[src/source/conv_pkg.sv]
`default_nettype none

package conv_pkg;

    // ~~~~~~~~~~~~~~~~~~~~~~~~~~~~~~~~~~~~~~~~~~~~~~~~~~~~~~~~~~~~~~~~~~~~
    // Data format and sizes
    // ~~~~~~~~~~~~~~~~~~~~~~~~~~~~~~~~~~~~~~~~~~~~~~~~~~~~~~~~~~~~~~~~~~~~
    localparam int DATA_W    = 16;              // Q8.8 word
    localparam int FRAC_BITS = 8;
    localparam int TAPS      = 9;               // 3x3 kernel
    localparam int TAP_W     = $clog2(TAPS);    // Tap counter width
    localparam int WIN_W     = TAPS * DATA_W;   // Packed window or weight bank
    localparam int ADDR_W    = 7;               // 128 words

    // ~~~~~~~~~~~~~~~~~~~~~~~~~~~~~~~~~~~~~~~~~~~~~~~~~~~~~~~~~~~~~~~~~~~~
    // FSM states
    // ~~~~~~~~~~~~~~~~~~~~~~~~~~~~~~~~~~~~~~~~~~~~~~~~~~~~~~~~~~~~~~~~~~~~
    typedef enum logic [2:0] {
        CONV_IDLE,
        CONV_MULT,
        CONV_ACC1,      // Four pair sums
        CONV_ACC2,      // Two sums of sums
        CONV_ACC3,
        CONV_ACC4,      // Plus the ninth product
        CONV_FINISH
    } conv_state_e;

    typedef enum logic [2:0] {
        FETCH_IDLE,
        FETCH_REQ,
        FETCH_WAIT,
        FETCH_CONV,
        FETCH_NEXT
    } fetch_state_e;

endpackage

`default_nettype wire

[src/source/weight_load.sv]
`timescale 1ns/1ps
`default_nettype none

module weight_load #(
    parameter int WEIGHT_BASE = 64
) (
    input  logic                        clk,
    input  logic                        rst_n,
    input  logic                        i_start,
    output logic                        o_req,
    output logic [conv_pkg::ADDR_W-1:0] o_addr,
    input  logic                        i_gnt,
    input  logic [conv_pkg::DATA_W-1:0] i_rdata,
    output logic [conv_pkg::WIN_W-1:0]  o_weights,
    output logic                        o_loaded,
    output logic                        o_busy
);
    import conv_pkg::*;

    logic [TAP_W-1:0] tap;          // Tap being requested
    logic [TAP_W-1:0] rd_tap;       // Tap whose word is on rdata
    logic             rd_pend;

    assign o_addr = ADDR_W'(WEIGHT_BASE) + ADDR_W'(tap);

    always_ff @(posedge clk or negedge rst_n) begin
        if (!rst_n) begin
            o_req    <= 1'b0;
            o_busy   <= 1'b0;
            o_loaded <= 1'b0;
            tap      <= '0;
            rd_tap   <= '0;
            rd_pend  <= 1'b0;
        end else begin
            o_loaded <= 1'b0;
            rd_pend  <= o_req & i_gnt;
            if (i_start && !o_busy) begin
                o_busy <= 1'b1;
                o_req  <= 1'b1;
                tap    <= '0;
            end
            if (o_req && i_gnt) begin
                rd_tap <= tap;
                if (tap == TAP_W'(TAPS - 1))
                    o_req <= 1'b0;
                else
                    tap <= tap + 1'b1;
            end
            if (rd_pend && rd_tap == TAP_W'(TAPS - 1))
                o_loaded <= 1'b1;
            if (o_loaded)
                o_busy <= 1'b0;     // Fetcher takes over busy here
        end
    end

    always_ff @(posedge clk) begin
        if (rd_pend)
            o_weights[rd_tap*DATA_W +: DATA_W] <= i_rdata;
    end

endmodule

`default_nettype wire

[config.mk]
export PLATFORM = sky130hd
export DESIGN_NAME = weight_load
export DESIGN_NICKNAME = d
export VERILOG_FILES = /design/src/source/conv_pkg.sv /design/src/source/weight_load.sv
export SDC_FILE = /design/constraint.sdc
export NUM_CORES = 1
export LEC_CHECK = 0
export BUFFER_PORTS_ARGS = -buffer_cell sky130_fd_sc_hd__buf_2
export CORE_UTILIZATION = 52
export DETAILED_ROUTE_END_ITERATION = 6
export PLACE_DENSITY = 0.79
export RECOVER_POWER = 50
export SYNTH_ARGS = -nofsm -noshare
export SYNTH_HDL_FRONTEND = slang
export SYNTH_SLANG_ARGS = --single-unit
[constraint.sdc]
create_clock -name clk -period 5.75 [get_ports clk]
set_input_delay 1.15 -clock clk [delete_from_list [all_inputs] [get_ports clk]]
set_output_delay 1.15 -clock clk [all_outputs]
set_load 0.05 [all_outputs]
; Yosys cells after proc, flatten, opt, wreduce, memory -nomap -nowiden
; Index checks and enable logic that the tools add are counted.
[totals]
reg_bits = 156
latch_bits = 0
ram_bits = 0
mem_bits_ro = 0
elab_cells = 30
mem_count = 0
[classes]
add_sub_neg = 3
n_mul = 0
div = 0
magnitude_cmp = 0
n_eq_ne = 2
shifts = 2
mux = 10
bitwise_logic = 1
n_reduce_logical = 5
[ops]
columns = op, count
row1 = $bwmux 144, 1
row2 = $shift 16x34->144 const A, 1
row3 = $shiftx 16x34->144, 1
row4 = $neg 8->34, 1
row5 = $mux 4, 3
row6 = $eq 4x4->1 const B, 2
row7 = $add 7x4->7 const A, 1
row8 = $mux 1, 6
row9 = $add 4x1->4 const B, 1
row10 = $logic_and 1x1->1, 3
row11 = $reduce_bool 2->1, 1
row12 = $and 1x1->1, 1
row13 = $logic_not 1->1, 1

; Depth between registers and ports, before layout
[depth]
depth_word = 5
depth_mapped = 8
mapped_depth_nobuf = 5

; Worst setup path after synthesis
; Ideal clock, no wire load.
[synth_timing]
path_type = register to register
start = register, netlist name rd_tap[0]
end = register o_weights[112] (netlist name), enable pin
setup_ns = 0.478
arrival_ns = 3.744
path_slack_ns = 1.528
stages_incl_launch_ff = 6
n_path_buf = 0
synth_period_minus_slack_ns = 4.222
cell_sequence = dfrtp_1 -> inv_1 -> ha_1 -> nand2b_1 -> o21ai_1 -> a2111oi_0
[synth_lines]
columns = element, line
row1 = "to (signal, indexed assignment)", weight_load.sv:58  ; o_weights[rd_tap*DATA_W +: DATA_W] <= i_rdata;
row2 = to (decl), weight_load.sv:14  ; output logic [conv_pkg::WIN_W-1:0] o_weights,

==> impl_metrics.json <==
{
  "first_global_vias": 3677,
  "cts_setup_buffers": 0,
  "layout_commonest_cell": "clkbuf_1",
  "leakage_nw": 2.574,
  "yosys.area.top_type_share_pct": 70.37,
  "numCtsBuffers": 17,
  "nets": 594,
  "critPathMaxFanout": 17,
  "yosysWarnings": 0,
  "worstSetupPathType": "reg -> reg",
  "grt_overflow": 0,
  "antenna_found_initial": 0,
  "drive_gt1_share_pct": 10.14,
  "track_usage_pct": 23.86,
  "holdWs_ns": 0.4434,
  "relSlewSlack_pct": -18.89,
  "peakVddDrop_mv": 0.3251,
  "startpoint_type": "flip-flop",
  "vias_per_cell": 5.430,
  "grt_setup_unrepaired": "false",
  "clock_latency_ns": 0.41,
  "hold_violations": 0,
  "nFillCells": 857,
  "final_util_pct": 65.77,
  "status": "finished with violations",
  "syn2layout_area_growth_pct": 22.74,
  "syn_area_sq_mm": 0.006145,
  "die_w_um": 110.7,
  "syn_inst": 398,
  "antenna_left": 0,
  "fmax_mhz": 279.3,
  "clk_path_buf_depth": 2,
  "clock_sinks": 156,
  "grt_max_degree": 35,
  "gp_congestion": 0.8659,
  "drv_cap": 1,
  "ios": 174,
  "cts.reportedPaths.clkPinSlew_ns": 0.06,
  "drc": 0,
  "vias": 3937,
  "die_h_um": 110.7,
  "hold_path_class": "reg -> reg",
  "htreeDepth": 4,
  "finalMaxSlewViolations": 18,
  "finalCritPeriodShare_pct": 62.26,
  "dieArea_sq_mm": 0.01226,
  "hold_buffers": 0,
  "wl_um": 14350,
  "final_cell_mix": "155 x clkbuf_1, 144 x edfxtp_1, 82 x and2_1",
  "rows": 39,
  "dr.pass1.iters": 5,
  "async_flop_share_pct": 7.692,
  "required_ns": 5.80,
  "worstMarginPinSlew_ns": 1.767,
  "postCtsResizedCells": 0,
  "cts_tree": "done",
  "numPortBuffers": 170,
  "violations": "max-capacitance violations, max-slew violations",
  "dpl.hpwl_um": 9267,
  "min_path_cells": 1,
  "yosys_register_bits": 156,
  "initial_core_util_pct": 53.58,
  "core_area_sq_mm": 0.01147,
  "synth_ff_type": "edfxtp_1",
  "period_needed_ns": 3.580,
  "ff2ff_path_depth": 4,
  "synth-edff-count": 144,
  "fin_skew_ns": 0.003989,
  "yosysSeqAreaShare_pct": 75.26,
  "syn_avg_cell_area_sq_um": 15.44,
  "dr.first_iter.drc_count": 406,
  "setup_viol": 0,
  "synth_top_area_cell": "edfxtp_1",
  "num_antenna_cells": 0,
  "synth.distinct_cells": 37,
  "grt_pass1_wl_um": 21110,
  "tns_ns": 0,
  "power_density_mw_per_mm2": 458.2,
  "arrival_ns": 3.63,
  "power_mw": 3.456,
  "cts_root_buf": "clkbuf_16",
  "wl_per_cell_um": 19.80,
  "end_kind": "flip-flop",
  "ys_top_cells_by_area": "edfxtp_1 70%, and2_1 11%, dfrtp_1 4.9%, nor3b_1 3.9%, nand2_1 0.86%"
}
[kinds of logic after synthesis]
logic type	synth area share, %
and+or+nand+nor	18.98
DFF	75.26
buffers and inverters	2.199
AOI/OAI and AO/OA	2.179
adders and majority gates	0.8145
other	0.1222
xor gates and xnor gates	0.2851
muxes	0.1629
[path summary, 6_finish.rpt]
check | start | end | slack, ns
min reg2reg | o_loaded | o_busy | 0.44
min | o_loaded | o_busy | 0.44
max in group asynchronous | rst_n | rd_tap[3] | 4.59
max | rd_tap[2] | o_weights[6] | 2.17
min in group asynchronous | rst_n | o_req | 0.74
max reg2reg | rd_tap[2] | o_weights[6] | 2.17
[area by class of cell]
cell class / instances / area, sq um / share of cell area [%]
Clock buffer: 17 / 425.4 / 5.640
Clock inverter: 14 / 193.9 / 2.571
Inverter: 7 / 26.28 / 0.3484
Multi-Input combinational cell: 215 / 1416 / 18.78
Sequential cell: 156 / 4624 / 61.31
Tap cell: 143 / 178.9 / 2.372
Timing Repair Buffer: 173 / 676.9 / 8.975
[power breakdown]
part           leakage, nW  switching [mW]  internal, mW
sequential            1.49          0.0667          1.37
combinational        0.797           0.657         0.193
clock                0.290           0.439         0.726
total                 2.57            1.16          2.29
[worst max-delay path, cell delays in order (launching register included)]
cell and delay [ns]:
dfrtp_1 0.47, nor3_1 0.23, ha_1 0.31, nor4_1 1.44
and3_1 0.77
[per-layer routing]
layer  track usage (%)  vias to the layer above  share of wire, %
met1             30.60                     1922                39
met2             39.50                      231                50
met3             5.850                       25               9.1
met5                 0                        -                 0
li1                  -                     1759                 -
met4             9.067                        0               1.9
[sequential cells by signal (all words and copies together), names as in the netlist]
signal and cells:
o_req 1, rd_pend 1, o_loaded 1, o_weights 144, tap 4, o_busy 1, rd_tap 4
[Yosys cell counts (2+ instances only)]
cell	n
nand2b_1	4
conb_1	2
edfxtp_1	144
nand2_1	14
nand3_1	4
ha_1	4
nor3b_1	32
inv_1	7
and3_1	5
buf_6	2
and2_1	108
nor2_1	4
xor2_1	2
o21ai_0	6
clkbuf_1	13
a21oi_1	3
dfrtp_1	12
a211oi_1	3
nor3_1	6
nand3b_1	3
buf_2	2
buf_4	3
[metrics by stage]
| stage | cell area, sq um | setup WS [ns] | std cells |
|---|---|---|---|
| finish | 7542 | 2.170 | 725 |
| global placement | 7134 | 2.776 | 694 |
| detailed placement | 7134 | 2.503 | 694 |
| global route | 7542 | 1.838 | 725 |
| floorplan | 6148 | 1.528 | 399 |
| CTS | 7754 | 2.488 | 725 |
No activity file was read; power rests on OpenSTA's default activity.
