$ cat src/source/conv_pkg.sv
`default_nettype none

package conv_pkg;

    // ~~~~~~~~~~~~~~~~~~~~~~~~~~~~~~~~~~~~~~~~~~~~~~~~~~~~~~~~~~~~~~~~~~~~
    // Data format and sizes
    // ~~~~~~~~~~~~~~~~~~~~~~~~~~~~~~~~~~~~~~~~~~~~~~~~~~~~~~~~~~~~~~~~~~~~
    localparam int DATA_W    = 16;              // Q8.8 word
    localparam int FRAC_BITS = 8;
    localparam int TAPS      = 9;               // 3x3 kernel
    localparam int TAP_W     = $clog2(TAPS);    // Tap counter width
    localparam int WIN_W     = TAPS * DATA_W;   // Packed window or weight bank
    localparam int ADDR_W    = 7;               // 128 words

    // ~~~~~~~~~~~~~~~~~~~~~~~~~~~~~~~~~~~~~~~~~~~~~~~~~~~~~~~~~~~~~~~~~~~~
    // FSM states
    // ~~~~~~~~~~~~~~~~~~~~~~~~~~~~~~~~~~~~~~~~~~~~~~~~~~~~~~~~~~~~~~~~~~~~
    typedef enum logic [2:0] {
        CONV_IDLE,
        CONV_MULT,
        CONV_ACC1,      // Four pair sums
        CONV_ACC2,      // Two sums of sums
        CONV_ACC3,
        CONV_ACC4,      // Plus the ninth product
        CONV_FINISH
    } conv_state_e;

    typedef enum logic [2:0] {
        FETCH_IDLE,
        FETCH_REQ,
        FETCH_WAIT,
        FETCH_CONV,
        FETCH_NEXT
    } fetch_state_e;

endpackage

`default_nettype wire

$ cat src/source/mem_arbiter.sv
`timescale 1ns/1ps
`default_nettype none

module mem_arbiter (
    input  logic                        i_host_req,
    input  logic                        i_host_we,
    input  logic [conv_pkg::ADDR_W-1:0] i_host_addr,
    input  logic [conv_pkg::DATA_W-1:0] i_host_wdata,
    input  logic                        i_wl_req,
    input  logic [conv_pkg::ADDR_W-1:0] i_wl_addr,
    output logic                        o_wl_gnt,
    input  logic                        i_wf_req,
    input  logic [conv_pkg::ADDR_W-1:0] i_wf_addr,
    output logic                        o_wf_gnt,
    output logic                        o_mem_we,
    output logic [conv_pkg::ADDR_W-1:0] o_mem_addr,
    output logic [conv_pkg::DATA_W-1:0] o_mem_wdata
);
    localparam int HOST   = 0;
    localparam int WLOAD  = 1;
    localparam int WFETCH = 2;

    logic [2:0] req;
    logic [2:0] gnt;

    assign req = {i_wf_req, i_wl_req, i_host_req};
    assign gnt = req & (~req + 3'd1);      // Lowest index wins

    assign o_wl_gnt = gnt[WLOAD];
    assign o_wf_gnt = gnt[WFETCH];

    always_comb begin
        o_mem_addr = i_wf_addr;
        if (gnt[HOST])
            o_mem_addr = i_host_addr;
        else if (gnt[WLOAD])
            o_mem_addr = i_wl_addr;
    end

    // Only the host writes
    assign o_mem_we    = gnt[HOST] & i_host_we;
    assign o_mem_wdata = i_host_wdata;

endmodule

`default_nettype wire

$ cat config.mk
export PLATFORM = sky130hd
export DESIGN_NAME = mem_arbiter
export DESIGN_NICKNAME = d
export VERILOG_FILES = /design/src/source/conv_pkg.sv /design/src/source/mem_arbiter.sv
export SDC_FILE = /design/constraint.sdc
export NUM_CORES = 1
export LEC_CHECK = 0
export ABC_AREA = 1
export ABC_CLOCK_PERIOD_IN_PS = 800
export BUFFER_PORTS_ARGS = -buffer_cell sky130_fd_sc_hd__buf_2
export CAP_MARGIN = 20
export CORE_MARGIN = 2
export CORE_UTILIZATION = 22
export DETAILED_ROUTE_END_ITERATION = 10
export GPL_ROUTABILITY_DRIVEN = 0
export PLACE_DENSITY = 0.79
export SLEW_MARGIN = 15
export SYNTH_ARGS = -nofsm -noshare
export SYNTH_HDL_FRONTEND = slang
export SYNTH_SLANG_ARGS = --single-unit
$ cat constraint.sdc
create_clock -name vclk -period 0.8
set_input_delay 0.08 -clock vclk [all_inputs]
set_output_delay 0.08 -clock vclk [all_outputs]
set_load 0.005 [all_outputs]
==> Word-level counts from Yosys, hierarchy flattened <==
Index checks and enable logic that the tools add are counted.
{ "op_classes": {"addsub": 1, "n_bitwise": 3, "n_mux": 2} }
{ "ops": {"columns": ["cell", "count"], "rows": [
  ["$mux 7", 2],
  ["$add 3x1->3 const B", 1],
  ["$and 3x3->3", 1],
  ["$not 3->3", 1],
  ["$and 1x1->1", 1]
]} }
{ "word_totals": {"output_inout_bits": 26, "reg_bits": 0} }

==> Longest topological paths before layout <==
{ "logic_depth": {"depth_word": 5, "depth_mapped": 4} }

==> Least setup slack after synthesis <==
Ideal clock, no wire load.
{ "synth_path": {"path_type": "input -> output", "from": "input i_wl_req", "to": "output o_mem_addr[0] (netlist bit)", "t_arrival_ns": 0.455, "path_stages": 4, "n_path_buf": 1, "required_time_ns": 0.720, "slack_ns": 0.265, "path_cell_list": "buf_6 > nor2_4 > nand2_1 > nand3_1"} }
{ "synth_via": {"elab_chain_len": 5} }
{ "synth_lines": {"columns": ["item", "line_no", "rtl"], "rows": [
  ["from (decl)", "mem_arbiter.sv:9", "input logic i_wl_req,"],
  ["$not 3->3", "mem_arbiter.sv:27", "assign gnt = req & (~req + 3'd1);"],
  ["$add 3x1->3", "mem_arbiter.sv:27", null],
  ["$and 3x3->3 *", "mem_arbiter.sv:27", null],
  ["$mux 7 *", "mem_arbiter.sv:36", "else if (gnt[WLOAD])"],
  ["$mux 7 *", "mem_arbiter.sv:34", "if (gnt[HOST])"],
  ["to (decl)", "mem_arbiter.sv:16", "output logic [conv_pkg::ADDR_W-1:0] o_mem_addr,"]
]} }
Mark *: on every way between the ends. The rest lies on a longest branch, timed or not.

==> Worst setup path in the final report <==
{ "layout_path": {"from": "input i_wl_req", "to": "output o_mem_addr[5] (netlist bit)"} }
The elaborated chain is that of the path after synthesis.

==> results by stage <==
Drt:
- For this run, the detailed router's first-pass iteration total came to 4.
- The top layer reached by signal wires is met4.
- After detailed routing, the met3 layer carries 123 um of wire.
- The count of nets left with antenna violations once routing finished came out at 0.
- The routed via count divided by cell count is 4.36.
- The number of remaining DRC errors is 0.
- The wire length on met2 is 446 um.
- Summing over every cut layer, the via total after detailed routing is 379.
- The DRC marker count from the first detailed-route iteration is 4.
- After detailed routing, the wire length on met1 is 329 um.
- The mean routed wirelength per cell is 10.5 um.
- The total wire length after detailed routing is 910 um.

Layout:
- The final design area excluding fillers is 388 um2.
- The number of nets in the final layout is 115.
- In the final layout, the multi-input gates occupy 161 um2.
- The clock buffer count in the final layout is 0.
- Of the cells placed in the final design, the portion with a size suffix greater than 1 is 58.3%.
- There are 0 flip-flops and latches.
- The area overhead of the layout relative to synthesis is 26.0%.
- Fill cells in the final layout number 162.
- The number of antenna diodes in the final layout is 0.
- Registers take 0 um2.

Floorplanning:
- The effective utilization at floorplan is 23.7%.
- Row generation in the floorplan step produced 13 rows.
- The floorplan step defined a die boundary enclosing 1710 um2.
- The vertical die dimension is 41.4 um.
- The die is 41.4 um wide.
- The floorplan core area is 1300 um2.
- The total I/O pin count is 67.

Hold path:
- The number of cells on the worst hold path is 0.
- The worst hold path terminates at o_mem_wdata[10].
- The startpoint of the tightest hold check path is i_host_wdata[10].
- The worst hold path class is in2out.

Yosys:
- After technology mapping, the gate count stands at 53.
- The post-synth net total is 94.
- The sequential share of the synthesized area is 0%.
- The most common cell in the netlist is sky130_fd_sc_hd__buf_4.
- Each instance of the synthesized netlist takes up on average 5.81 um2.
- Yosys attributes the largest share of cell area to sky130_fd_sc_hd__buf_4 39%, sky130_fd_sc_hd__nand3_1 23%, sky130_fd_sc_hd__nand2_1 18%.
- By count the netlist is led by 16 x sky130_fd_sc_hd__buf_4, 15 x sky130_fd_sc_hd__nand2_1, 14 x sky130_fd_sc_hd__nand3_1, 3 x sky130_fd_sc_hd__inv_1, 2 x sky130_fd_sc_hd__buf_6.
- The largest total area in the synthesized netlist belongs to sky130_fd_sc_hd__buf_4.
- For this run, the number of Yosys warnings is 0.
- In this run, distinct cell masters in the synthesized netlist total 8.
- The top cell type's share of synthesized area is 39.0%.
- After synthesis the cells add up to 308 um2.

Worst setup path:
- In this run the worst path has a maximum fanout of 10.
- The kind of start point of the critical path is an input port.
- The critical path is of the in2out type.
- The required time at the worst-slack endpoint is 0.72 ns.
- STA classifies the critical path endpoint as an output pin.
- The arrival time of the worst setup path is 0.67 ns.

Power and ir drop:
- The switching share of total power is 45.4%.
- The net switching power of the design is 87.4 uW.
- The share of power burned in combinational logic is 100.0%.
- Internal power comes to 105 uW.
- The sequential power share is 0%.
- The share of total power in the clock network is 0%.
- IR analysis of the VDD net gives a maximum drop of 0.000153 V.
- The static leakage power is 0.000246 uW.
- In this run the power density over the cells is 496 nW/um2.

Global routing:
- The number of global-route vias before repair is 344.
- For this run, the total global-route usage over all layers was measured as 9.82%.
- The first global-routing pass estimated 1450 um of wire.
- The number of antenna violations at the first check in global routing is 0.
- For this run the aggregate overflow at the end of global routing stands at 0.
- Entering global routing, the biggest net connects 11 pins.

Placed design:
- After detailed placement, the total cell area comes to 374 um2.
- The wire-length estimate of the detail-placed layout is 771 um.
- Input and output buffers added on the ports amount to 35.

Clock network:
- Once the clock tree was built, the setup fixing pass inserted 0 buffers.
- The number of hold buffers added after CTS was 0.

Flow run:
- The tool flagged a number of max-cap violations equal to 0.

STA:
- Static timing analysis puts the maximum clock frequency at 1340 MHz.
- Setup repair after global routing left no endpoint under its margin.
- The total count of hold-check failures in the final report was 0.
- Summed over all failing endpoints, the final setup total negative slack is 0 ns.
- Subtracting the final worst setup slack from the clock period gives 0.748 ns.
- The transition time at the pin with the least slew margin is 0.198 ns.
- Across all hold checks on the routed design, the worst slack comes to 0.160 ns.
- The share of the clock period used by the worst path after layout is 93.4%.
- The max-slew violation total from the final report is 0.
- Headroom to the max-slew limit came out at 86.8%.
- Setup violations remaining at the end of the flow were counted as 0.

Outcome:
- The flow ran to the end, and the final reports show no timing, DRC or antenna violations.
==> layout make-up <==
class,instances,share of cell area (%)
inverter,3,2.90
timing repair buffer,37,50.6
tap,15,4.84
multi-input combinational,32,41.6
==> worst max-delay path, stage by stage <==
cell and delay [ns]:
sky130_fd_sc_hd__buf_6 0.12, sky130_fd_sc_hd__nor2_4 0.20, sky130_fd_sc_hd__nand2_1 0.08, sky130_fd_sc_hd__nand3_1 0.07, sky130_fd_sc_hd__buf_2 0.11
==> logic make-up (layout without fill, tap and decap cells) <==
logic type	after synthesis	count (layout)	synth area share (%)
buffers and inverters	21	40	50.0
AND/OR/NAND/NOR	32	32	50.0
==> cells in the final DEF (no fill, tap or decap), drive strengths merged <==
cell / n
nand3: 14
nor2: 2
buf: 37
inv: 3
nor3b: 1
nand2: 15
==> metrics by stage <==
step | setup slack [ns] | power (uW) | std cells | utilization, %
finish | 0.0524 | 193 | 87 | 29.8
floorplan | 0.265 | 146 | 53 | -
detailed placement | 0.0148 | 187 | 87 | 28.7
global placement | 0.0253 | 182 | 87 | 28.7
CTS | 0.0125 | 188 | 87 | 28.7
global route | 0.000715 | 214 | 87 | 29.8
==> how the worst max path moves through the flow <==
| stage | from | end | slack [ns] | cells past startpoint |
|---|---|---|---|---|
| 6_report | i_wl_req | o_mem_addr[5] | 0.05 | 5 |
| 5_1_grt | i_wl_req | o_mem_addr[1] | 0.0007 | 5 |
| 4_1_cts | i_host_req | o_mem_addr[1] | 0.01 | 5 |
| 3_5_place_dp | i_host_req | o_mem_addr[1] | 0.01 | 5 |
| 3_3_place_gp | i_wl_req | o_mem_addr[3] | 0.03 | 5 |
| 2_1_floorplan | i_wl_req | o_mem_addr[0] | 0.26 | 4 |
==> layer usage <==
metal,up-vias,global-route usage (%)
met3,2,0.870
li1,193,-
met2,30,18.4
met5,-,0
met4,0,2.58
met1,154,11.7
==> power by group through the flow <==
stage	Clock [uW]	Combinational (uW)	Sequential, uW
floorplan	0	146	0
global placement	0	182	0
global route	0	214	0
detailed placement	0	187	0
finish	0	193	0
CTS	0	188	0
==> timing repair <==
action	CTS	global route
endpoints found under the setup margin	0	7
gates resized for setup	0	6
hold endpoints to repair	0	0
No activity file was read; power rests on OpenSTA's default activity.
