`src/source/conv_pkg.sv`:
```
`default_nettype none

package conv_pkg;

    // ~~~~~~~~~~~~~~~~~~~~~~~~~~~~~~~~~~~~~~~~~~~~~~~~~~~~~~~~~~~~~~~~~~~~
    // Data format and sizes
    // ~~~~~~~~~~~~~~~~~~~~~~~~~~~~~~~~~~~~~~~~~~~~~~~~~~~~~~~~~~~~~~~~~~~~
    localparam int DATA_W    = 16;              // Q8.8 word
    localparam int FRAC_BITS = 8;
    localparam int TAPS      = 9;               // 3x3 kernel
    localparam int TAP_W     = $clog2(TAPS);    // Tap counter width
    localparam int WIN_W     = TAPS * DATA_W;   // Packed window or weight bank
    localparam int ADDR_W    = 7;               // 128 words

    // ~~~~~~~~~~~~~~~~~~~~~~~~~~~~~~~~~~~~~~~~~~~~~~~~~~~~~~~~~~~~~~~~~~~~
    // FSM states
    // ~~~~~~~~~~~~~~~~~~~~~~~~~~~~~~~~~~~~~~~~~~~~~~~~~~~~~~~~~~~~~~~~~~~~
    typedef enum logic [2:0] {
        CONV_IDLE,
        CONV_MULT,
        CONV_ACC1,      // Four pair sums
        CONV_ACC2,      // Two sums of sums
        CONV_ACC3,
        CONV_ACC4,      // Plus the ninth product
        CONV_FINISH
    } conv_state_e;

    typedef enum logic [2:0] {
        FETCH_IDLE,
        FETCH_REQ,
        FETCH_WAIT,
        FETCH_CONV,
        FETCH_NEXT
    } fetch_state_e;

endpackage

`default_nettype wire

```
`src/source/window_fetch.sv`:
```
`timescale 1ns/1ps
`default_nettype none

module window_fetch #(
    parameter int IMG_W = 8,
    parameter int IMG_H = 8
) (
    input  logic                        clk,
    input  logic                        rst_n,
    input  logic                        i_go,
    output logic                        o_req,
    output logic [conv_pkg::ADDR_W-1:0] o_addr,
    input  logic                        i_gnt,
    input  logic [conv_pkg::DATA_W-1:0] i_rdata,
    output logic [conv_pkg::WIN_W-1:0]  o_window,
    output logic                        o_conv_ready,
    input  logic                        i_conv_valid,
    output logic                        o_done,
    output logic                        o_busy
);
    import conv_pkg::*;

    fetch_state_e      state;
    logic [ADDR_W-1:0] row;         // Output position
    logic [ADDR_W-1:0] col;
    logic [1:0]        dx;          // Offset inside the window
    logic [1:0]        dy;
    logic [TAP_W-1:0]  tap;
    logic [TAP_W-1:0]  rd_tap;
    logic              rd_pend;

    assign o_req  = (state == FETCH_REQ);
    assign o_addr = ADDR_W'((row + dy) * IMG_W + col + dx);

    always_ff @(posedge clk or negedge rst_n) begin
        if (!rst_n) begin
            state        <= FETCH_IDLE;
            row          <= '0;
            col          <= '0;
            dx           <= '0;
            dy           <= '0;
            tap          <= '0;
            rd_tap       <= '0;
            rd_pend      <= 1'b0;
            o_conv_ready <= 1'b0;
            o_done       <= 1'b0;
            o_busy       <= 1'b0;
        end else begin
            rd_pend      <= o_req & i_gnt;
            o_conv_ready <= 1'b0;
            o_done       <= 1'b0;
            case (state)
                FETCH_IDLE: if (i_go) begin
                    row    <= '0;
                    col    <= '0;
                    dx     <= '0;
                    dy     <= '0;
                    tap    <= '0;
                    o_busy <= 1'b1;
                    state  <= FETCH_REQ;
                end
                FETCH_REQ: if (i_gnt) begin
                    rd_tap <= tap;
                    if (tap == TAP_W'(TAPS - 1)) begin
                        state <= FETCH_WAIT;
                    end else begin
                        tap <= tap + 1'b1;
                        if (dx == 2'd2) begin
                            dx <= '0;
                            dy <= dy + 1'b1;
                        end else begin
                            dx <= dx + 1'b1;
                        end
                    end
                end
                FETCH_WAIT: begin           // Last word lands this cycle
                    o_conv_ready <= 1'b1;
                    state        <= FETCH_CONV;
                end
                FETCH_CONV: if (i_conv_valid) state <= FETCH_NEXT;
                FETCH_NEXT: begin
                    dx    <= '0;
                    dy    <= '0;
                    tap   <= '0;
                    state <= FETCH_REQ;
                    if (col == ADDR_W'(IMG_W - 3)) begin
                        col <= '0;
                        if (row == ADDR_W'(IMG_H - 3)) begin
                            o_done <= 1'b1;
                            o_busy <= 1'b0;
                            state  <= FETCH_IDLE;
                        end else begin
                            row <= row + 1'b1;
                        end
                    end else begin
                        col <= col + 1'b1;
                    end
                end
                default: state <= FETCH_IDLE;
            endcase
        end
    end

    always_ff @(posedge clk) begin
        if (rd_pend)
            o_window[rd_tap*DATA_W +: DATA_W] <= i_rdata;
    end

endmodule

`default_nettype wire

```
`config.mk`:
```
export PLATFORM = sky130hd
export DESIGN_NAME = window_fetch
export DESIGN_NICKNAME = d
export VERILOG_FILES = /design/src/source/conv_pkg.sv /design/src/source/window_fetch.sv
export SDC_FILE = /design/constraint.sdc
export NUM_CORES = 1
export LEC_CHECK = 0
export ABC_CLOCK_PERIOD_IN_PS = 5200
export BUFFER_PORTS_ARGS = -buffer_cell sky130_fd_sc_hd__buf_2
export CORE_MARGIN = 1.5
export CORE_UTILIZATION = 53
export CTS_CLUSTER_DIAMETER = 200
export CTS_CLUSTER_SIZE = 28
export DETAILED_ROUTE_END_ITERATION = 12
export GPL_ROUTABILITY_DRIVEN = 0
export PLACE_DENSITY = 0.79
export SYNTH_ARGS = -nofsm -noshare
export SYNTH_HDL_FRONTEND = slang
export SYNTH_SLANG_ARGS = --single-unit
export TNS_END_PERCENT = 50
```
`constraint.sdc`:
```
create_clock -name clk -period 5.2 [get_ports clk]
set_input_delay 1.04 -clock clk [delete_from_list [all_inputs] [get_ports clk]]
set_output_delay 1.04 -clock clk [all_outputs]
set_load 0.03 [all_outputs]
```
Word-level counts from Yosys, hierarchy flattened
Index checks and enable logic that the tools add are counted.
{"block": "classes", "n_reduce_logical": 10, "add_sub_neg": 9, "n_shift": 2, "muxes": 35, "n_bitwise": 1, "eq_ne": 17}
{"cell": "bitwise mux 144 bit", "n": 1}
{"cell": "variable shift 16 x 34 -> 144 bit, first input constant", "n": 1}
{"cell": "indexed part select 16 x 34 -> 144 bit", "n": 1}
{"cell": "negator 8 -> 34 bit", "n": 1}
{"cell": "2-to-1 mux 7 bit", "n": 4}
{"cell": "one-hot mux 7 bit (2 select lines)", "n": 2}
{"cell": "AND reduction 4 bit", "n": 4}
{"cell": "one-hot mux 3 bit (5 select lines)", "n": 1}
{"cell": "adder 7 x 1 -> 7 bit, second input constant", "n": 2}
{"cell": "== test 7 x 3 -> 1 bit, second input constant", "n": 2}
{"cell": "2-to-1 mux 2 bit", "n": 7}
{"cell": "2-to-1 mux 3 bit", "n": 4}
{"cell": "2-to-1 mux 4 bit", "n": 3}
{"cell": "!= test 2 bit, second input constant", "n": 6}
{"cell": "one-hot mux 2 bit (3 select lines)", "n": 2}
{"cell": "one-hot mux 4 bit (3 select lines)", "n": 1}
{"cell": "2-to-1 mux 1 bit", "n": 9}
{"cell": "adder 7 x 2 -> 7 bit", "n": 1}
{"cell": "adder 7 bit", "n": 1}
{"cell": "== test 3 x 2 -> 1 bit, second input constant", "n": 2}
{"cell": "!= test 2 x 1 -> 1 bit, second input constant", "n": 3}
{"cell": "AND reduction 5 bit", "n": 1}
{"cell": "adder 2 x 1 -> 2 bit, second input constant", "n": 2}
{"cell": "adder 4 x 1 -> 4 bit, second input constant", "n": 1}
{"cell": "other kinds (11)", "n": 12}
{"block": "word_totals", "elab_cells": 86, "ff_bits": 177, "output_inout_bits": 155, "inputBits": 21}

Depth between registers and ports, before layout
Gate-level depths: netlist of run 1.
{"block": "depth", "ltp_word": 5, "mapped_depth": 7, "depth_no_buf": 7}

Worst setup path before layout of run 1
No wires, ideal clock.
{"block": "synth_timing", "path_kind": "register -> output", "startpoint": "register row[0]", "endpoint": "output port o_addr[6] (netlist bit)", "required_ns": 4.160, "setup_slack_ns": 1.887, "stages_incl_launch_ff": 8, "path_buffers": 0, "t_arrival_ns": 2.273, "path_cell_list": "dfrtp_1 ha_1 fa_1 xor2_1 ha_1 a21oi_1 o21ai_0 xnor2_1"}
{"block": "synth_between", "elab_chain_len": 3}
{"element": "start, declared", "line": "window_fetch.sv:24", "text": "logic [ADDR_W-1:0] row;"}
{"element": "start signal, assigned", "line": "window_fetch.sv:93", "text": "row <= row + 1'b1;"}
{"element": "adder 4 x 2 -> 4 bit", "line": "window_fetch.sv:33", "text": "assign o_addr = ADDR_W'((row + dy) * IMG_W + col + dx);"}
{"element": "adder 7 bit", "line": "window_fetch.sv:33"}
{"element": "adder 7 x 2 -> 7 bit", "line": "window_fetch.sv:33"}
{"element": "end, declared", "line": "window_fetch.sv:12", "text": "output logic [conv_pkg::ADDR_W-1:0] o_addr,"}
Every way passes these cells.

Final worst setup path of run 1
Same ends and word-level chain as after synthesis.

==> results.cfg, run 1 <==
[power]
ir_drop_v = 0.0003117
p_int_w = 0.002499
p_leak_nw = 3.892
p_switching_w = 0.001161
power_density_nw_per_um2 = 401.2
p_comb_share_pct = 19.7
sw_frac_of_total_pct = 31.72
clkPwrFrac_pct = 33.1
power.share.sequential_pct = 47.2

[layout]
n_antenna_cell = 0
post_route_cells_drive_above_1_share_pct = 30.62
num-nets-final = 763
syn_to_final_growth_pct = 22.13
stdcell_area_um2 = 9120
fillCellCount = 977
final_util_pct = 65.96

[synthesis]
synth_area_leaders = edfxtp_1, and2_1, dfrtp_1, ha_1, nor2_1
syn_area_um2 = 7467
postSynthCellCount = 542
ys_seq_area_share_pct = 68.97
syn_area_per_cell_um2 = 13.78
synth-edff-count = 144
synth_top_cell_by_area = edfxtp_1
synthFlopType = edfxtp_1
synth_nets = 580
yosys_warnings = 0
ys_top_cells_by_count = edfxtp_1, and2_1, dfrtp_1
yosysUniqueCellTypes = 56
async_flop_share_pct = 18.64
ys_ff_latch = 177
yosysMostFrequentCell = edfxtp_1
synth.top_cell.area_share_pct = 57.91

[floorplan]
num_io_pins = 176
coreArea_um2 = 13830
initial_core_util_pct = 54.00
rows = 43
die_area_um2 = 14810
die_w_um = 121.7
die_height_um = 121.7

[drt]
dr.pass1.iters = 4
wire_per_inst_um = 18.70
antenna_left = 0
drc = 0
vias = 5040
finalWirelength_um = 17170
drt-initial-drc-count = 401
vias_per_cell = 5.490

[cts]
cts_buffers = 17
ctsResizeCount = 0
postCtsSetupRepairBufs = 0
clockRootBuffer = clkbuf_16
clk_latency_ns = 0.42
clock_path_buffers = 2
htreeDepth = 4
clk_pin_slew_worst_paths_ns = 0.07
cts_hold_buf = 0
cts.sinks = 177
tritoncts = yes

[sta]
finClkSkew_ns = 0.005859
hold_viol_final = 0
worst_slack_ns = 1.492
rsz0062_at_grt = false
finalCritPeriodShare_pct = 71.31
fmax_mhz = 269.7
setup_viol = 0
tns_ns = 0
finalMaxSlewViolations = 0
worst_pin_slew_ns = 1.228
slew_headroom_pct = 17.86
min_period_ns = 3.708

[setup_path]
critical_path.max_fanout = 7
critPathLaunch = row[0]
cp.arrival_ns = 2.67
path_class = register to primary output
cp.required_ns = 4.16
r2r_start = rd_tap[0]
critPathCaptureType = primary output
cp-start-kind = register

[global_routing]
grt_pass1_wl_um = 25600
grt_max_degree = 34
antenna_found_initial = 0
track_usage_pct = 23.73
overflow = 0
grt_pass1_vias = 4680

[place]
place.port_buffers = 175
dp_hpwl_um = 11820
post-place-ws_ns = 1.945
dpl_cell_area_um2 = 8552

[outcome]
outcome = completed

[min_path]
hp-class = register to register
hold_path.startpoint = dy[0]

[job]
maxCapViolations = 0
cells in the final DEF, fill, tap and decap left out, drive strengths merged, types with 3 or more instances in the layout:
| cell | instances |
|---|---|
| buf | 182 |
| edfxtp | 144 |
| and2 | 143 |
| dfrtp | 33 |
| nor2 | 28 |
| nand2 | 22 |
| inv | 22 |
| clkbuf | 17 |
| ha | 15 |
| a21oi | 14 |
| o21ai | 12 |
| a31oi | 10 |
| nor3 | 9 |
| nand3 | 7 |
| xnor2 | 6 |
| and4 | 6 |
| clkinv | 6 |
| nand4 | 5 |
| xor2 | 5 |
| nand2b | 5 |
| nor2b | 4 |
| and3 | 4 |
| o31ai | 3 |
| mux2i | 3 |
routing by layer:
metal,global-route usage [%],wire length [µm],share of wire [%],vias to the layer above
li1,-,-,-,2307
met1,30.49,6865,40,2448
met2,38.24,8359,49,242
met3,5.478,1302,7.6,43
met4,11.69,643,3.7,0
met5,0,0,0,-
kinds of logic (layout without fill, tap and decap cells):
family	Yosys count	count (layout)	synth area share, %
adders and majority gates	17	17	3.050
AOI/OAI and AO/OA	56	56	4.759
DFF	177	177	68.97
and+or+nand+nor	245	245	19.52
buffers and inverters	31	227	1.709
xor gates and xnor gates	11	11	1.290
muxes	5	5	0.7037
power groups by stage:
stage / clock (W) / sequential, W / combinational [W]
6_report: 0.00121 / 0.00173 / 0.000722
3_3_place_gp: 0 / 0.00174 / 0.000684
4_1_cts: 0.00123 / 0.00172 / 0.000721
3_5_place_dp: 0 / 0.00175 / 0.000716
2_1_floorplan: 0 / 0.00174 / 0.000511
5_1_grt: 0.00129 / 0.00174 / 0.000794
sequential cells by signal (all words and copies together), names as in the netlist, 2 cells and up:
register	flops
dy	2
col	7
rd_tap	4
o_window	144
dx	2
state	3
row	7
tap	4
area by class of cell:
type | instances | area (µm²) | share of cell area (%)
flip-flops and latches | 177 | 5150 | 56.47
multi-input cells | 334 | 2200 | 24.12
repair buffers | 182 | 928.4 | 10.18
clock buffers | 17 | 425.4 | 4.665
well taps | 180 | 225.2 | 2.469
clock inverters | 15 | 142.6 | 1.564
inverters | 13 | 48.80 | 0.5351
path summary, 6_finish.rpt:
path                            slack [ns]           to  cells past startpoint
worst max register to register        2.03  o_window[6]                      6
worst max-delay path                  1.49    o_addr[6]                      8
worst min register to register        0.52        dy[0]                      1
max in group asynchronous             4.05       col[6]                      1
min in group asynchronous             0.67     state[0]                      1
worst min-delay path                  0.52        dy[0]                      1
worst max-delay path: stages (launching register included):
cell	delay [ns]
dfrtp_1	0.46
ha_1	0.26
fa_1	0.38
xor2_1	0.18
ha_1	0.33
a21oi_1	0.15
o21ai_0	0.12
xnor2_1	0.15
buf_2	0.21
metrics by stage:
stage          hold slack (ns)  cells  power [W]
2_1_floorplan           0.4746    542   0.002250
3_3_place_gp            0.5064    886   0.002428
5_1_grt                 0.5654    918   0.003820
3_5_place_dp            0.5073    886   0.002470
6_report                0.5222    918   0.003659
4_1_cts                 0.5194    918   0.003672
(Power assumes the default switching activity.)
==> run 2: changes to the inputs <==
Settings changed: ABC_AREA set to 1, ABC_CLOCK_PERIOD_IN_PS 5200 to 3900, PLACE_DENSITY 0.79 to 0.78.
Clock period 5.2 ns to 3.9 ns, I/O delays scaled along.
==> run 2 against run 1 <==
  * Setup slack lost 1.1 ns
  * Worst hold slack worse by 0.10 ns
  * Combinational power increased by 130%
  * Die area rose by 4.0%
  * Highest routed layer unchanged
  * Register-to-register slack worse by 1.0 ns
  * Synthesized cell count rose by 34%
  * Critical path type unchanged
  * Cell count grew 20%
  * Sequential power rose by 31%
  * Non-clock buffer count is 5 higher
  * Clock power grew 44%
  * Sequential share of layout area fell by 1.9 points
  * Synthesized area rose by 4.1%
==> results.cfg, run 2 <==
[sta]
slew_headroom_pct = 22.02
finClkSkew_ns = 0.01129
finalMaxSlewViolations = 0
tns_ns = 0
rsz0062_at_grt = false
finalCritPeriodShare_pct = 90.98
worst_pin_slew_ns = 1.163
fmax_mhz = 281.8
setup_viol = 0
min_period_ns = 3.548
worst_slack_ns = 0.3518
hold_viol_final = 0

[setup_path]
r2r-end = o_window[12]
regToRegSetupSlack_ns = 0.98
cp.required_ns = 3.12
cp.arrival_ns = 2.77
critical_path.max_fanout = 7
critPathCaptureType = primary output
cp-endpoint = o_addr[6]
critPathLaunch = row[0]
r2r_start = rd_tap[0]
r2r_cells = 6
cp-start-kind = register
path_class = register to primary output

[drt]
finalWirelength_um = 19730
drc = 0
vias_per_cell = 5.418
vias = 5976
antenna_left = 0
wire_per_inst_um = 17.88
drt-initial-drc-count = 543
dr.pass1.iters = 5

[layout]
multi_input_area_um2 = 2291
largest_reg_flops = 144
post_route_cells_drive_above_1_share_pct = 26.88
register_area_um2 = 5150
top_regs = o_window: 144 flops, col: 7 flops, row: 7 flops
final_cell_mix = nor2_1, buf_2, nand2_1
num-nets-final = 944
mostFrequentLayoutCell = nor2_1
n_antenna_cell = 0
fillCellCount = 1104
syn_to_final_growth_pct = 21.37
largest_register = o_window

[synthesis]
yosysMostFrequentCell = nor2_1
syn_area_per_cell_um2 = 10.70
synth-edff-count = 144
yosys_warnings = 0
syn_area_um2 = 7776
synth_top_cell_by_area = edfxtp_1
synth.top_cell.area_share_pct = 55.61
synth_nets = 765
synthFlopType = edfxtp_1
synth_area_leaders = edfxtp_1, dfrtp_1, nor2_1, nand2_1, nand3_1
async_flop_share_pct = 18.64
yosysUniqueCellTypes = 35
postSynthCellCount = 727
ys_top_cells_by_count = nor2_1, nand2_1, edfxtp_1
ys_ff_latch = 177
ys_seq_area_share_pct = 66.23

[cts]
cts_buffers = 17
postCtsSetupRepairBufs = 0
clockRootBuffer = clkbuf_16
cts_hold_buf = 0
cts.sinks = 177
htreeDepth = 4
clk_latency_ns = 0.43
clk_pin_slew_worst_paths_ns = 0.07
ctsResizeCount = 0
tritoncts = yes
clock_path_buffers = 2

[global_routing]
grt_pass1_vias = 5400
grt_max_degree = 38
track_usage_pct = 26.02
overflow = 0
antenna_found_initial = 0
grt_pass1_wl_um = 29020

[power]
p_leak_nw = 4.091
power_density_nw_per_um2 = 604.0
ir_drop_v = 0.0003295
total_power_w = 0.005701

[job]
maxCapViolations = 0

[floorplan]
die_area_um2 = 15410
num_io_pins = 176
die_height_um = 124.1
rows = 44
initial_core_util_pct = 53.91
coreArea_um2 = 14420
die_w_um = 124.1

[place]
post-place-ws_ns = 0.8270
place.port_buffers = 175
dp_hpwl_um = 13160

[min_path]
hp-class = input port to asynchronous set/reset pin

[outcome]
outcome = completed
[run 2: report_power, final]
group | internal, W | total [W] | switching, W
Sequential | 0.00216 | 0.00227 | 0.000106
Clock | 0.00102 | 0.00174 | 0.000724
Combinational | 0.000411 | 0.00169 | 0.00128
Total | 0.00359 | 0.00570 | 0.00211
[run 2: cell families (layout without fill, tap and decap cells)]
group                      Yosys count  after routing  synth area share (%)
and+or+nand+nor                    416            416                 22.46
DFF                                177            177                 66.23
buffers and inverters               75            267                 4.377
AOI/OAI and AO/OA                   28             28                 2.333
adders and majority gates           17             17                 2.928
xor gates and xnor gates            14             14                 1.673
[run 2: how the worst min path moves through the flow]
stage / slack [ns] / from / end
4_1_cts: 0.44 / rst_n / rd_tap[0]
5_1_grt: 0.48 / rst_n / col[5]
2_1_floorplan: 0.47 / row[6] / row[6]
6_report: 0.42 / rst_n / col[3]
3_5_place_dp: 0.49 / o_busy / o_busy
3_3_place_gp: 0.49 / row[6] / row[6]
[run 2: layout make-up]
type                       count  area share, %
multi-input combinational    475          24.27
clock buffer                  18          4.547
tap                          184          2.439
sequential                   177          54.57
clock inverter                14          1.869
timing repair buffer         187          10.37
inverter                      48          1.936
[run 2: critical path, stage by stage (launching register included)]
cell and delay [ns]:
dfrtp_1 0.45, ha_1 0.26, fa_1 0.38, xor2_1 0.17
ha_1 0.34, a21oi_1 0.18, o21a_1 0.15, nand2_1 0.06
inv_1 0.06, nand2_1 0.05, nand2_1 0.05, buf_2 0.18
[run 2: stage by stage]
| stage | util, % | cell area [µm²] | std cells | hold slack (ns) |
|---|---|---|---|---|
| final | 65.43 | 9438 | 1103 | 0.4207 |
| after global routing | 65.43 | 9438 | 1103 | 0.4783 |
| after CTS | 65.43 | 9438 | 1103 | 0.4376 |
| after detailed placement | 61.23 | 8832 | 1071 | 0.4940 |
| after global placement | 61.23 | 8832 | 1071 | 0.4877 |
| after floorplan | - | 7776 | 727 | 0.4711 |
[run 2: layer usage]
layer  GRT usage [%]  vias up  wire [µm]
met2           42.24      356       9561
li1                -     2783          -
met3           5.220       58       1892
met4           12.64        0        716
met1           33.60     2779       7557
met5               0        -          0
